`src/include/render_cfg.svh`:
```
/*
 * battlefield renderer configuration
 * screen bands, sprite geometry, object count, colours and pipeline depth
 */
`ifndef RENDER_CFG_SVH
`define RENDER_CFG_SVH

`define RENDER_NUM_OBJECTS        4     // slots 0-1 army, 2-3 enemy
`define RENDER_COORD_W            10

// visible raster, everything beyond is blanking
`define RENDER_H_ACTIVE           640
`define RENDER_V_ACTIVE           480

`define RENDER_GRASS_TOP          140
`define RENDER_PATH_TOP           170
`define RENDER_PATH_BOTTOM        230
`define RENDER_FIELD_BOTTOM       270   // board from here down

`define RENDER_COLOUR_SKY         12'h2bf
`define RENDER_COLOUR_GRASS       12'h5b2
`define RENDER_COLOUR_PATH        12'hda5
`define RENDER_COLOUR_BOARD       12'hfb7
`define RENDER_COLOUR_LIGHT       12'hfff
`define RENDER_COLOUR_ACCENT      12'hf00
`define RENDER_COLOUR_DARK        12'h000

`define RENDER_ROM_DEPTH          64    // bytes, four texels each
`define RENDER_SPRITE_SCALE_SHIFT 1     // 2x2 screen pixels per texel
`define RENDER_PIPE_LATENCY       3

`endif

```
`src/sprites.mem`:
```
// one byte per line, four 2-bit texels, texel 0 in bits 1:0 (3 is transparent)
// bytes 00-1f kind 0 frames 0 and 1, 20-2f kind 1 frames 0 and 1, rest unused
0f
f0
03
c0
93
c6
01
40
a3
ca
0f
f0
4f
f1
7f
fd
0f
f0
03
c0
63
c9
01
40
3a
ac
0f
f0
f1
4f
fd
7f
3f
fc
24
18
00
00
73
cd
3f
fc
18
24
55
55
cd
73
e4
1b
4e
b1
e4
1b
4e
b1
ff
00
ff
00
aa
55
aa
55

```
`src/logic/render_pkg.sv`:
```
/*
 * renderer types: object descriptor, lane result, texel and colour codes,
 * plus the per-kind sprite geometry lookup
 */
`include "render_cfg.svh"

package render_pkg;

    typedef logic [`RENDER_COORD_W-1:0]           coord_t;
    typedef logic [11:0]                          colour_t;
    typedef logic [1:0]                           texel_t;
    typedef logic [2:0]                           sprite_kind_t;
    typedef logic [$clog2(`RENDER_ROM_DEPTH)-1:0] rom_addr_t;

    localparam texel_t TEXEL_LIGHT  = 2'd0;
    localparam texel_t TEXEL_DARK   = 2'd1;
    localparam texel_t TEXEL_ACCENT = 2'd2;
    localparam texel_t TEXEL_CLEAR  = 2'd3;  // transparent

    typedef struct packed {
        logic         exists;
        sprite_kind_t kind;
        coord_t       x;
        coord_t       y;
        logic [3:0]   state;   // bit 0 picks the animation frame
    } object_t;

    typedef struct packed {
        logic   hit;
        texel_t texel;
    } lane_result_t;

    typedef struct packed {
        rom_addr_t  base;
        logic [3:0] width;     // in texels
        logic [3:0] height;
    } sprite_geom_t;

    // zero width means the kind is never drawn
    function automatic sprite_geom_t sprite_geometry(input sprite_kind_t kind);
        sprite_geom_t geom;
        case (kind)
            3'd0:    geom = '{base: rom_addr_t'(0),  width: 4'd8, height: 4'd8};
            3'd1:    geom = '{base: rom_addr_t'(32), width: 4'd8, height: 4'd4};
            default: geom = '{base: rom_addr_t'(0),  width: 4'd0, height: 4'd0};
        endcase
        return geom;
    endfunction

endpackage

```
`src/logic/object_table.sv`:
```
/*
 * object table
 * holds the descriptors, written by the game logic over a four-phase req/ack
 */
`timescale 1ns/1ns
`include "render_cfg.svh"

module object_table import render_pkg::*; (
    input  logic                                  clk_25MHz,
    input  logic                                  arst_n,
    input  logic                                  obj_req,
    input  logic [$clog2(`RENDER_NUM_OBJECTS)-1:0] obj_index,
    input  object_t                               obj_data,
    output logic                                  obj_ack,
    output object_t                               objects [`RENDER_NUM_OBJECTS]
);

    object_t                        entry_q  [`RENDER_NUM_OBJECTS];
    logic [`RENDER_NUM_OBJECTS-1:0] exists_q;
    logic                           wr_en;

    // new request seen while idle
    assign wr_en = obj_req && !obj_ack;

    always_ff @(posedge clk_25MHz or negedge arst_n) begin
        if (!arst_n) begin
            obj_ack <= 1'b0;
        end else if (wr_en) begin
            obj_ack <= 1'b1;
        end else if (obj_ack && !obj_req) begin
            obj_ack <= 1'b0;   // host released req
        end
    end

    always_ff @(posedge clk_25MHz or negedge arst_n) begin
        if (!arst_n) begin
            exists_q <= '0;
        end else if (wr_en) begin
            exists_q[obj_index] <= obj_data.exists;
        end
    end

    always_ff @(posedge clk_25MHz) begin
        if (wr_en) begin
            entry_q[obj_index] <= obj_data;
        end
    end

    always_comb begin
        for (int i = 0; i < `RENDER_NUM_OBJECTS; i++) begin
            objects[i]        = entry_q[i];
            objects[i].exists = exists_q[i];
        end
    end

endmodule

```
`src/logic/sprite_rom.sv`:
```
/*
 * sprite ROM
 * byte wide, four 2-bit texels per byte, registered read
 */
`timescale 1ns/1ns
`include "render_cfg.svh"

module sprite_rom import render_pkg::*; (
    input  logic      clk_25MHz,
    input  rom_addr_t addr,
    output logic [7:0] data
);

    logic [7:0] mem [`RENDER_ROM_DEPTH];

    initial begin
        $readmemh("/design/src/sprites.mem", mem);
    end

    always_ff @(posedge clk_25MHz) begin
        data <= mem[addr];
    end

endmodule

```
`src/logic/sprite_lane.sv`:
```
/*
 * sprite lane
 * one object: origin offset, bounds test, ROM address and texel select.
 * result is valid two clocks after the coordinate
 */
`timescale 1ns/1ns
`include "render_cfg.svh"

module sprite_lane import render_pkg::*; (
    input  logic         clk_25MHz,
    input  logic         arst_n,
    input  coord_t       h_cnt,
    input  coord_t       v_cnt,
    input  object_t      object,
    output lane_result_t result
);

    sprite_geom_t geom;
    coord_t       dx;
    coord_t       dy;
    logic [7:0]   tx;
    logic [7:0]   ty;
    logic [7:0]   frame_off;
    logic [7:0]   texel_index;
    logic         in_bounds;
    rom_addr_t    addr_q;
    logic [1:0]   sel_q;
    logic [1:0]   sel_q2;
    logic         in_bounds_q;
    logic         in_bounds_q2;
    logic [7:0]   rom_data;
    texel_t       texel;

    always_comb begin
        geom = sprite_geometry(object.kind);
        dx   = h_cnt - object.x;   // left of origin wraps large
        dy   = v_cnt - object.y;
        tx   = 8'(dx >> `RENDER_SPRITE_SCALE_SHIFT);
        ty   = 8'(dy >> `RENDER_SPRITE_SCALE_SHIFT);

        in_bounds = object.exists
                 && (dx < (coord_t'(geom.width)  << `RENDER_SPRITE_SCALE_SHIFT))
                 && (dy < (coord_t'(geom.height) << `RENDER_SPRITE_SCALE_SHIFT));

        frame_off   = object.state[0] ? 8'(geom.width * geom.height) : 8'd0;
        texel_index = ty * 8'(geom.width) + tx + frame_off;
    end

    // stage 1
    always_ff @(posedge clk_25MHz or negedge arst_n) begin
        if (!arst_n) begin
            in_bounds_q  <= 1'b0;
            in_bounds_q2 <= 1'b0;
        end else begin
            in_bounds_q  <= in_bounds;
            in_bounds_q2 <= in_bounds_q;
        end
    end

    always_ff @(posedge clk_25MHz) begin
        addr_q <= geom.base + rom_addr_t'(texel_index >> 2);
        sel_q  <= texel_index[1:0];   // low texel first
        sel_q2 <= sel_q;
    end

    // stage 2 is the registered ROM read
    sprite_rom u_rom (
        .clk_25MHz (clk_25MHz),
        .addr      (addr_q),
        .data      (rom_data)
    );

    assign texel        = rom_data[{sel_q2, 1'b0} +: 2];
    assign result.texel = texel;
    assign result.hit   = in_bounds_q2 && (texel != TEXEL_CLEAR);

endmodule

```
`src/logic/pixel_compositor.sv`:
```
/*
 * pixel compositor
 * lowest-index opaque lane wins, else background bands; registered output
 */
`timescale 1ns/1ns
`include "render_cfg.svh"

module pixel_compositor import render_pkg::*; (
    input  logic         clk_25MHz,
    input  logic         arst_n,
    input  coord_t       h_cnt,
    input  coord_t       v_cnt,
    input  lane_result_t results [`RENDER_NUM_OBJECTS],
    output colour_t      pixel
);

    localparam int DELAY = `RENDER_PIPE_LATENCY - 1;   // match the lanes

    coord_t  h_pipe [DELAY];
    coord_t  v_pipe [DELAY];
    coord_t  h_d;
    coord_t  v_d;
    logic    sprite_hit;
    texel_t  sprite_texel;
    colour_t next_pixel;

    always_ff @(posedge clk_25MHz) begin
        h_pipe[0] <= h_cnt;
        v_pipe[0] <= v_cnt;
        for (int i = 1; i < DELAY; i++) begin
            h_pipe[i] <= h_pipe[i-1];
            v_pipe[i] <= v_pipe[i-1];
        end
    end

    assign h_d = h_pipe[DELAY-1];
    assign v_d = v_pipe[DELAY-1];

    always_comb begin
        sprite_hit   = 1'b0;
        sprite_texel = TEXEL_CLEAR;
        // walk down so slot 0 ends up on top
        for (int i = `RENDER_NUM_OBJECTS - 1; i >= 0; i--) begin
            if (results[i].hit) begin
                sprite_hit   = 1'b1;
                sprite_texel = results[i].texel;
            end
        end

        if (h_d >= `RENDER_H_ACTIVE || v_d >= `RENDER_V_ACTIVE) begin
            next_pixel = 12'h000;                       // blanking
        end else if (v_d >= `RENDER_FIELD_BOTTOM) begin
            next_pixel = `RENDER_COLOUR_BOARD;
        end else if (sprite_hit) begin
            case (sprite_texel)
                TEXEL_LIGHT:  next_pixel = `RENDER_COLOUR_LIGHT;
                TEXEL_ACCENT: next_pixel = `RENDER_COLOUR_ACCENT;
                default:      next_pixel = `RENDER_COLOUR_DARK;
            endcase
        end else if (v_d >= `RENDER_PATH_TOP && v_d < `RENDER_PATH_BOTTOM) begin
            next_pixel = `RENDER_COLOUR_PATH;
        end else if (v_d >= `RENDER_GRASS_TOP) begin
            next_pixel = `RENDER_COLOUR_GRASS;
        end else begin
            next_pixel = `RENDER_COLOUR_SKY;
        end
    end

    always_ff @(posedge clk_25MHz or negedge arst_n) begin
        if (!arst_n) begin
            pixel <= '0;
        end else begin
            pixel <= next_pixel;
        end
    end

endmodule

```
`src/logic/battlefield_renderer.sv`:
```
/*
 * battlefield renderer top
 * object table feeding one sprite lane per slot, merged by the compositor
 */
`timescale 1ns/1ns
`include "render_cfg.svh"

module battlefield_renderer import render_pkg::*; (
    input  logic                                  clk_25MHz,
    input  logic                                  arst_n,
    input  coord_t                                h_cnt,
    input  coord_t                                v_cnt,
    input  logic                                  obj_req,
    input  logic [$clog2(`RENDER_NUM_OBJECTS)-1:0] obj_index,
    input  object_t                               obj_data,
    output logic                                  obj_ack,
    output colour_t                               pixel
);

    object_t      objects [`RENDER_NUM_OBJECTS];
    lane_result_t results [`RENDER_NUM_OBJECTS];

    object_table u_table (
        .clk_25MHz (clk_25MHz),
        .arst_n    (arst_n),
        .obj_req   (obj_req),
        .obj_index (obj_index),
        .obj_data  (obj_data),
        .obj_ack   (obj_ack),
        .objects   (objects)
    );

    for (genvar i = 0; i < `RENDER_NUM_OBJECTS; i++) begin : g_lane
        sprite_lane u_lane (
            .clk_25MHz (clk_25MHz),
            .arst_n    (arst_n),
            .h_cnt     (h_cnt),
            .v_cnt     (v_cnt),
            .object    (objects[i]),
            .result    (results[i])
        );
    end

    pixel_compositor u_compositor (
        .clk_25MHz (clk_25MHz),
        .arst_n    (arst_n),
        .h_cnt     (h_cnt),
        .v_cnt     (v_cnt),
        .results   (results),
        .pixel     (pixel)
    );

endmodule

```
`config.mk`:
```
export PLATFORM = sky130hd
export DESIGN_NAME = battlefield_renderer
export DESIGN_NICKNAME = d
export VERILOG_FILES = /design/src/logic/render_pkg.sv /design/src/logic/object_table.sv /design/src/logic/sprite_rom.sv /design/src/logic/sprite_lane.sv /design/src/logic/pixel_compositor.sv /design/src/logic/battlefield_renderer.sv
export VERILOG_INCLUDE_DIRS = /design/src /design/src/include
export SDC_FILE = /design/constraint.sdc
export NUM_CORES = 1
export LEC_CHECK = 0
export BUFFER_PORTS_ARGS = -buffer_cell sky130_fd_sc_hd__buf_4
export CAP_MARGIN = 40
export CORE_MARGIN = 3
export CORE_UTILIZATION = 37
export CTS_CLUSTER_SIZE = 28
export DETAILED_ROUTE_END_ITERATION = 8
export GPL_TIMING_DRIVEN = 0
export HOLD_SLACK_MARGIN = 0.06
export PLACE_DENSITY = 0.74
export SETUP_SLACK_MARGIN = 0.05
export SLEW_MARGIN = 20
export SYNTH_ARGS = -nofsm -noshare
export SYNTH_HDL_FRONTEND = slang
export SYNTH_SLANG_ARGS = --single-unit
```
`constraint.sdc`:
```
create_clock -name clk_25MHz -period 1.7 [get_ports clk_25MHz]
set_clock_uncertainty 0.15 [all_clocks]
set_input_delay 0.17 -clock clk_25MHz [delete_from_list [all_inputs] [get_ports clk_25MHz]]
set_output_delay 0.17 -clock clk_25MHz [all_outputs]
set_load 0.01 [all_outputs]
```
==> impl_metrics.py, run 1 <==
metrics = {
    "timing": {
        "tns_ps": 0,
        "fin_crit_sh_pct": 88.2,
        "fmax_mhz": 667,
        "hold_ws_ps": 179,
        "final-setup-viol-count": 0,
        "drv_slew": 0,
        "rsz0062_at_grt": "false",
        "hold_viol": 0,
        "period_needed_ps": 1500,
    },
    "power_and_ir_drop": {
        "p_leak_nw": 0.638,
        "irDropWorstVdd_mv": 0.694,
        "powerDensity_nw_per_um2": 1060,
    },
    "detailed_routing": {
        "wl_um": 1380,
        "drc": 0,
        "routedWlPerCell_um": 9.60,
        "drtIter0Drc": 2,
        "route.vias.total": 639,
        "viasPerCell": 4.44,
        "ant_nets": 0,
        "first_pass_iters": 3,
    },
    "grt": {
        "busiest_layer": "met2",
        "grt_max_degree": 11,
        "grt_pass1_vias": 584,
        "grt_use_met1_pct": 7.69,
        "overflow": 0,
        "grt_pass1_wl_um": 2200,
        "grt_use_met2_pct": 17.1,
        "grt_use_met3_pct": 6.96,
        "grt.total_usage_pct": 9.84,
        "antenna_found_initial": 0,
    },
    "clock_network": {
        "clkSinkCount": 32,
        "cts_buffer_depth": 2,
        "worstSkewPairLatency_ps": 320,
        "cts_setup_buffers": 0,
        "cts_made_buffers": 5,
        "cts_tree": "yes",
        "cts.htree.levels": 2,
        "cts_root_buf": "clkbuf_4",
        "clkSlewWorstSetupHoldPaths_ps": 90,
    },
    "critical_path": {
        "r2r_slack_ps": 200,
        "critical_path_class": "register to register",
        "cp-start-kind": "register",
        "cp-end-kind": "register",
        "timing.rr.end": "u_compositor.pixel[2]",
        "critical_path.startpoint": "u_compositor.v_pipe[0][14]",
        "endpoint": "u_compositor.pixel[2]",
        "worst-path-max-fanout": 4,
        "timing.rr.start": "u_compositor.v_pipe[0][14]",
        "required_ps": 1760,
        "crit_arrival_ps": 1560,
        "r2r.worst_path.cells": 4,
    },
    "logic_synthesis": {
        "ys_types": 27,
        "synth_fa_ha_area_share_pct": 1.37,
        "syn_nets": 121,
        "async_reset_ff_share_pct": 25.0,
        "synth_xor_xnor_area_share_pct": 0,
        "yosysWarnings": 0,
        "yosys.area_share.simple_pct": 7.69,
        "synth_top_family_by_area": "compound AO/OA/AOI/OAI gates",
        "avgSynthCellArea_sq_um": 13.6,
        "yosysSeqAreaShare_pct": 74.7,
        "synth-seq-cells": 32,
        "synthCells": 67,
        "synth_compound_area_share_pct": 9.62,
        "synth_enable_flop_cells": 0,
        "netlist_area_sq_um": 911,
        "synthMuxAreaShare_pct": 1.24,
        "synth_top_flop_cell": "dfxtp_1",
    },
    "layout": {
        "fillers": 181,
        "syn2layout_area_growth_pct": 48.5,
        "layout.nets": 169,
        "final_cells": 144,
        "layout-drive-gt1-share_pct": 37.1,
        "stdcell_area_sq_um": 1350,
        "antenna_cells": 0,
    },
    "placement": {
        "gp_congestion": 0.812,
        "place.detailed.hpwl_um": 940,
        "placed_cells": 121,
        "port_buffers": 26,
        "placedInstanceArea_sq_um": 1140,
    },
    "worst_hold_path": {
        "hold_path_class": "register to register",
        "min_from": "u_compositor.v_pipe[0][3]",
    },
    "floorplan": {
        "dieArea_sq_um": 3090,
        "io_pins": 66,
        "fp-row-count": 17,
        "core-area_sq_um": 2280,
        "chipHeight_um": 55.6,
        "initial_utilization_pct": 40.0,
        "fp.dieW_um": 55.6,
    },
    "job": {
        "cap_viol_max_count": 0,
    },
    "outcome": {
        "status": "completed",
    },
}
## sequential cells by signal (all words and copies together) (netlist names)
signal	cells
u_compositor.v_pipe	18
u_compositor.h_pipe	6
u_table.obj_ack	1
u_compositor.pixel	7
## worst max-delay path, cell delays in order (launching register included)
cell and delay, ps:
dfxtp_1 340, or3_4 400, o31a_1 310, nor2_2 100, a21oi_1 80
## power by group
part | leakage (nW) | internal [mW] | switching [mW]
clock | 0.0380 | 0.196 | 0.228
sequential | 0.307 | 0.804 | 0.0253
combinational | 0.293 | 0.114 | 0.0658
## per-stage QoR
step / power (mW) / setup slack [ps] / utilization [%]
CTS: 1.45 / 201 / 59.4
global route: 1.52 / 153 / 59.4
global placement: 0.994 / 229 / 50.1
detailed placement: 1.00 / 221 / 50.1
floorplan: 0.918 / 275 / -
finish: 1.43 / 201 / 59.4
## cell type report
type	count	area, sq um	share of cell area (%)
buffer	5	37.5	2.78
inverter	2	7.51	0.555
multi-input combinational	28	185	13.7
timing repair buffer	41	345	25.5
clock buffer	6	51.3	3.79
tap	28	35.0	2.59
clock inverter	2	10.0	0.740
sequential	32	681	50.3
## cells in the mapped netlist, types with 2 or more instances
cell | count | share of area, %
a21oi_1 | 2 | 1.1
buf_4 | 5 | 4.1
dfrtp_1 | 8 | 22
dfxtp_1 | 24 | 53
nand2_1 | 2 | 0.82
nor2_1 | 4 | 1.6
o21ai_1 | 2 | 1.1
## how the worst min path moves through the flow
stage                                 endpoint  slack [ps]  cells past startpoint
floorplan               u_compositor.pixel[10]        -280                      0
global placement         u_compositor.pixel[4]        -160                      1
detailed placement       u_compositor.pixel[4]        -160                      1
CTS                 u_compositor.v_pipe[0][17]         180                      0
global route        u_compositor.h_pipe[0][18]         180                      0
finish              u_compositor.v_pipe[0][13]         180                      0
## logic make-up (layout without fill, tap and decap cells)
| kind of cell | after synthesis | count (layout) |
|---|---|---|
| muxes | 1 | 1 |
| AOI/OAI and AO/OA | 12 | 12 |
| DFF | 32 | 32 |
| buffers and inverters | 7 | 56 |
| adders and majority gates | 1 | 1 |
| and+or+nand+nor | 13 | 13 |
| other | 1 | 1 |
## metal layers
metal	wire, um	vias up
met1	490	285
met5	0	-
met2	701	30
li1	-	318
met4	38	0
met3	152	6
## layout by cell type, fill, tap and decap left out, types with 2 or more instances in the layout
| master | Yosys | final |
|---|---|---|
| a21oi_1 | 2 | 2 |
| buf_4 | 5 | 31 |
| o21ai_1 | 2 | 2 |
| dfxtp_1 | 24 | 24 |
| clkinv_2 | 0 | 2 |
| nor2_1 | 4 | 4 |
| dlygate4sd3_1 | 0 | 15 |
| clkbuf_4 | 0 | 5 |
| dfrtp_1 | 8 | 8 |
| nand2_1 | 2 | 2 |
## what timing repair did
| action | in CTS | in global routing |
|---|---|---|
| hold buffers | 15 | 0 |
| endpoints found under the hold margin | 21 | 0 |
| gates resized for setup | 0 | 0 |
Note: power is estimated with default switching activity, not from simulation.
==> run 2, diff against run 1 <==
--- a/config.mk
+++ b/config.mk
@@ -9,12 +9,12 @@
 export BUFFER_PORTS_ARGS = -buffer_cell sky130_fd_sc_hd__buf_4
 export CAP_MARGIN = 40
 export CORE_MARGIN = 3
-export CORE_UTILIZATION = 37
+export CORE_UTILIZATION = 33
 export CTS_CLUSTER_SIZE = 28
 export DETAILED_ROUTE_END_ITERATION = 8
 export GPL_TIMING_DRIVEN = 0
 export HOLD_SLACK_MARGIN = 0.06
-export PLACE_DENSITY = 0.74
+export PLACE_DENSITY = 0.7
 export SETUP_SLACK_MARGIN = 0.05
 export SLEW_MARGIN = 20
 export SYNTH_ARGS = -nofsm -noshare
==> constraint.sdc (replaced) <==
create_clock -name clk_25MHz -period 1.2 [get_ports clk_25MHz]
set_clock_uncertainty 0.15 [all_clocks]
set_input_delay 0.12 -clock clk_25MHz [delete_from_list [all_inputs] [get_ports clk_25MHz]]
set_output_delay 0.12 -clock clk_25MHz [all_outputs]
set_load 0.01 [all_outputs]
==> run 2 against run 1 <==
Net effect:
- the run now ends with negative setup slack left
- clock power rose by 45%
- utilization down 2.3 points
- register-to-register slack lost 490 ps
- via count is 0.47% higher
- highest routed layer unchanged
- critical path depth unchanged
- first-iteration DRC count grew 50%
- critical path type unchanged
- critical endpoint unchanged
- routed wire length increased by 14%
==> impl_metrics.py, run 2 (synthesized netlist as in run 1, its figures left out) <==
metrics = {
    "job": {
        "cap_viol_max_count": 0,
    },
    "floorplan": {
        "fp-row-count": 18,
        "fp.dieW_um": 58.5,
        "core-area_sq_um": 2540,
        "io_pins": 66,
        "dieArea_sq_um": 3430,
        "chipHeight_um": 58.5,
        "initial_utilization_pct": 35.8,
    },
    "placement": {
        "placed_cells": 123,
        "dpl_worst_slack_ps": -245,
        "port_buffers": 26,
        "placedInstanceArea_sq_um": 1140,
        "place.detailed.hpwl_um": 988,
        "gp_congestion": 0.746,
    },
    "grt": {
        "grt_pass1_vias": 639,
        "antenna_found_initial": 0,
        "grt.total_usage_pct": 10.7,
        "overflow": 0,
        "grt_max_degree": 11,
        "grt_pass1_wl_um": 2550,
    },
    "critical_path": {
        "critical_path_class": "register to register",
        "cp-start-kind": "register",
        "r2r_slack_ps": -290,
        "timing.rr.end": "u_compositor.pixel[2]",
        "endpoint": "u_compositor.pixel[2]",
        "crit_arrival_ps": 1530,
        "required_ps": 1240,
        "worst-path-max-fanout": 2,
        "critical_path.startpoint": "u_compositor.v_pipe[0][14]",
        "r2r.worst_path.cells": 4,
        "timing.rr.start": "u_compositor.v_pipe[0][14]",
        "cp-end-kind": "register",
    },
    "detailed_routing": {
        "drtIter0Drc": 3,
        "route.vias.total": 642,
        "routedWlPerCell_um": 10.6,
        "wl_um": 1570,
        "first_pass_iters": 2,
        "drc": 0,
        "ant_nets": 0,
        "viasPerCell": 4.34,
    },
    "layout": {
        "final_cells": 148,
        "largest-register": "u_compositor.v_pipe",
        "top_regs": "u_compositor.v_pipe x18, u_compositor.pixel x7, u_compositor.h_pipe x6",
        "syn2layout_area_growth_pct": 59.6,
        "layout_common_cells": "dfxtp_1, buf_4, dlygate4sd3_1",
        "stdcell_area_sq_um": 1450,
        "layout-drive-gt1-share_pct": 45.8,
        "largest_register_ffs": 18,
        "final_common_cell": "dfxtp_1",
        "antenna_cells": 0,
        "layout.nets": 171,
    },
    "clock_network": {
        "cts_made_buffers": 5,
        "clkSlewWorstSetupHoldPaths_ps": 90,
        "cts.htree.levels": 2,
        "cts_root_buf": "clkbuf_4",
        "cts_buffer_depth": 2,
        "cts_tree": "yes",
        "clkSinkCount": 32,
        "worstSkewPairLatency_ps": 320,
    },
    "timing": {
        "hold_ws_ps": 9.13,
        "fmax_mhz": 671,
        "fin_crit_sh_pct": 124,
        "rsz0062_at_grt": "true",
        "timing.final.ws_setup_ps": -290,
        "drv_slew": 0,
        "hold_viol": 0,
        "period_needed_ps": 1490,
        "final-setup-viol-count": 11,
    },
    "outcome": {
        "status": "complete, but fails checks",
        "violations": "negative setup slack",
    },
    "power_and_ir_drop": {
        "powerDensity_nw_per_um2": 1490,
        "irDropWorstVdd_mv": 1.20,
        "p_leak_nw": 0.666,
        "p_total_mw": 2.16,
    },
    "worst_hold_path": {
        "hold_path_class": "input port to register",
    },
}
-- run 2: critical path, stage by stage (launching register included) --
cell     delay [ps]
dfxtp_2         330
or3_4           390
o31a_1          280
nor2_2          130
a21oi_1          80
-- run 2: metal layers --
layer  vias to the layer above  part of all wire, %  track usage [%]  wire [um]
met2                        31                   54             18.8        844
met4                         0                  2.2             5.96         34
met3                         5                   10             6.80        164
met1                       286                   34             9.07        527
met5                         -                    0                0          0
li1                        320                    -                -          -
-- run 2: how the worst min path moves through the flow --
stage	slack (ps)	cells past startpoint	to	startpoint
6_report	9	3	u_table.obj_ack	obj_req
2_1_floorplan	-330	0	u_compositor.pixel[10]	arst_n
5_1_grt	-20	3	u_table.obj_ack	obj_req
4_1_cts	-20	3	u_table.obj_ack	obj_req
3_5_place_dp	-210	1	u_compositor.pixel[11]	arst_n
3_3_place_gp	-210	1	u_compositor.pixel[3]	arst_n
-- run 2: layout make-up --
type                            count  area, sq um
Multi-Input combinational cell     28          220
Clock buffer                        7         55.1
Tap cell                           30         37.5
Fill cell                         217         1090
Inverter                            2         7.51
Buffer                              5         52.6
Clock inverter                      1         6.26
Sequential cell                    32          683
Timing Repair Buffer               43          392
-- run 2: timing repair --
| item | in CTS | in global routing |
|---|---|---|
| hold endpoints to repair | 21 | 9 |
| gates resized for setup | 13 | 8 |
| buffers inserted | 3 | 0 |
| setup endpoints to repair | 13 | 25 |
| pin swaps | 4 | 4 |
| hold buffers | 14 | 1 |
-- run 2: through the flow --
stage | TNS [ps] | util, %
5_1_grt | -1850 | 57.1
3_5_place_dp | -875 | 45.0
2_1_floorplan | -613 | -
3_3_place_gp | -764 | 45.0
4_1_cts | -1210 | 55.9
6_report | -1200 | 57.1
-- run 2: where the power goes --
| group | switching, mW | internal (mW) |
|---|---|---|
| clock | 0.328 | 0.288 |
| sequential | 0.0490 | 1.14 |
| combinational | 0.114 | 0.241 |
==> run 3, diff against run 2 <==
--- a/config.mk
+++ b/config.mk
@@ -15,7 +15,6 @@
 export GPL_TIMING_DRIVEN = 0
 export HOLD_SLACK_MARGIN = 0.06
 export PLACE_DENSITY = 0.7
-export SETUP_SLACK_MARGIN = 0.05
 export SLEW_MARGIN = 20
 export SYNTH_ARGS = -nofsm -noshare
 export SYNTH_HDL_FRONTEND = slang
==> run 3 against run 2 <==
Net effect:
- the flow still finishes with violations (negative setup slack)
- first-iteration DRC count grew to 5.3 times the previous value
- count of clock-buffer cells in the layout shrank 1
- critical endpoint unchanged
- non-clock buffer count shrank 6
- global-route usage shrank 1.0 points
- worst setup slack gained 42 ps
- worst hold slack gained 18 ps
- sequential cell count is the same
- critical path type unchanged
- register-to-register slack gained 40 ps
==> impl_metrics.py, run 3 (synthesized netlist as in run 1, its figures left out) <==
metrics = {
    "outcome": {
        "status": "complete, but fails checks",
        "violations": "negative setup slack",
    },
    "detailed_routing": {
        "first_pass_iters": 4,
        "drtIter0Drc": 16,
        "ant_nets": 0,
        "viasPerCell": 4.32,
        "drc": 0,
        "wl_um": 1360,
        "route.vias.total": 614,
        "routedWlPerCell_um": 9.61,
    },
    "critical_path": {
        "cp-end-kind": "register",
        "endpoint": "u_compositor.pixel[2]",
        "timing.rr.start": "u_compositor.v_pipe[0][14]",
        "crit_arrival_ps": 1500,
        "timing.rr.end": "u_compositor.pixel[2]",
        "cp-start-kind": "register",
        "required_ps": 1250,
        "worst-path-max-fanout": 2,
        "critical_path_class": "register to register",
        "r2r.worst_path.cells": 4,
        "r2r_slack_ps": -250,
        "critical_path.startpoint": "u_compositor.v_pipe[0][14]",
    },
    "layout": {
        "largest_register_ffs": 18,
        "layout_common_cells": "buf_4, dfxtp_1, dlygate4sd3_1",
        "top_regs": "u_compositor.v_pipe x18, u_compositor.pixel x7, u_compositor.h_pipe x6",
        "layout.nets": 165,
        "seq_area_sq_um": 683,
        "antenna_cells": 0,
        "layout-drive-gt1-share_pct": 42.0,
        "multi_input_area_sq_um": 209,
        "largest-register": "u_compositor.v_pipe",
        "final_core_util_pct": 53.6,
        "stdcell_area_sq_um": 1360,
        "fillers": 219,
        "final_cells": 142,
        "final_common_cell": "buf_4",
        "syn2layout_area_growth_pct": 49.7,
    },
    "timing": {
        "fin_crit_sh_pct": 121,
        "hold_viol": 0,
        "timing.final.ws_setup_ps": -247,
        "rsz0062_at_grt": "true",
        "hold_ws_ps": 27.4,
        "fmax_mhz": 691,
        "period_needed_ps": 1450,
        "final-setup-viol-count": 7,
        "drv_slew": 0,
    },
    "power_and_ir_drop": {
        "power_frac_seq_pct": 56.9,
        "combPwrFrac_pct": 14.2,
        "clkPwrFrac_pct": 28.9,
        "p_sw_share_pct": 22.5,
        "powerDensity_nw_per_um2": 1520,
        "p_sw_mw": 0.467,
        "p_leak_nw": 0.627,
        "p_int_mw": 1.61,
        "irDropWorstVdd_mv": 1.13,
    },
    "placement": {
        "placed_cells": 123,
        "placedInstanceArea_sq_um": 1140,
        "gp_congestion": 0.778,
        "place.detailed.hpwl_um": 925,
        "port_buffers": 26,
        "dpl_worst_slack_ps": -245,
    },
    "floorplan": {
        "fp-row-count": 18,
        "dieArea_sq_um": 3430,
        "chipHeight_um": 58.5,
        "fp.dieW_um": 58.5,
        "io_pins": 66,
        "initial_utilization_pct": 35.8,
        "core-area_sq_um": 2540,
    },
    "grt": {
        "antenna_found_initial": 0,
        "overflow": 0,
        "grt.total_usage_pct": 9.71,
        "grt_use_met1_pct": 9.24,
        "busiest_layer": "met2",
        "grt_max_degree": 11,
        "grt_pass1_vias": 600,
        "grt_use_met2_pct": 15.5,
        "grt_pass1_wl_um": 2350,
        "grt_use_met3_pct": 6.36,
    },
    "clock_network": {
        "cts_buffer_depth": 2,
        "clkSlewWorstSetupHoldPaths_ps": 100,
        "cts.htree.levels": 2,
        "worstSkewPairLatency_ps": 320,
        "cts_tree": "yes",
        "cts_made_buffers": 5,
        "cts_root_buf": "clkbuf_4",
        "clkSinkCount": 32,
    },
    "worst_hold_path": {
        "hold_path_class": "input port to register",
        "min_from": "obj_req",
    },
    "job": {
        "cap_viol_max_count": 0,
    },
}
[run 3: repair_timing]
action | 4_1_cts | 5_1_grt
gates resized for setup | 9 | 2
endpoints found under the setup margin | 11 | 16
pin swaps | 5 | 3
hold endpoints to repair | 21 | 9
hold buffers | 14 | 1
buffers inserted | 1 | 0
[run 3: area by class of cell]
type / instances / area share (%)
Clock inverter: 2 / 0.734
Timing Repair Buffer: 41 / 26.2
Multi-Input combinational cell: 28 / 15.3
Clock buffer: 6 / 3.76
Buffer: 1 / 0.550
Sequential cell: 32 / 50.1
Tap cell: 30 / 2.75
Inverter: 2 / 0.550
[run 3: worst min-delay path by stage]
stage,slack (ps),cells after the start,to
global route,5,3,u_table.obj_ack
detailed placement,-210,1,u_compositor.pixel[3]
global placement,-210,1,u_compositor.pixel[10]
finish,30,3,u_table.obj_ack
floorplan,-330,0,u_compositor.pixel[10]
CTS,-2,3,u_table.obj_ack
[run 3: metal layers]
metal  share of wire (%)  wire (um)
met5                   0          0
met4                 1.5         21
met3                  12        159
met2                  48        648
met1                  39        534
[run 3: through the flow]
| step | setup TNS [ps] | total power [mW] |
|---|---|---|
| global route | -1230 | 2.19 |
| detailed placement | -861 | 1.42 |
| floorplan | -613 | 1.30 |
| finish | -848 | 2.08 |
| CTS | -923 | 2.11 |
| global placement | -763 | 1.41 |
[run 3: power by group through the flow]
stage               combinational (mW)  sequential, mW  clock (mW)
floorplan                       0.0912            1.21           0
global placement                 0.210            1.20           0
detailed placement               0.217            1.20           0
CTS                              0.297            1.18       0.632
global route                     0.322            1.19       0.675
finish                           0.295            1.18       0.599
[run 3: worst max-delay path, cell delays in order (launching register included)]
cell and delay (ps):
dfxtp_2 330, or3_4 390, o31a_1 280, nor2_2 110
a21oi_1 70
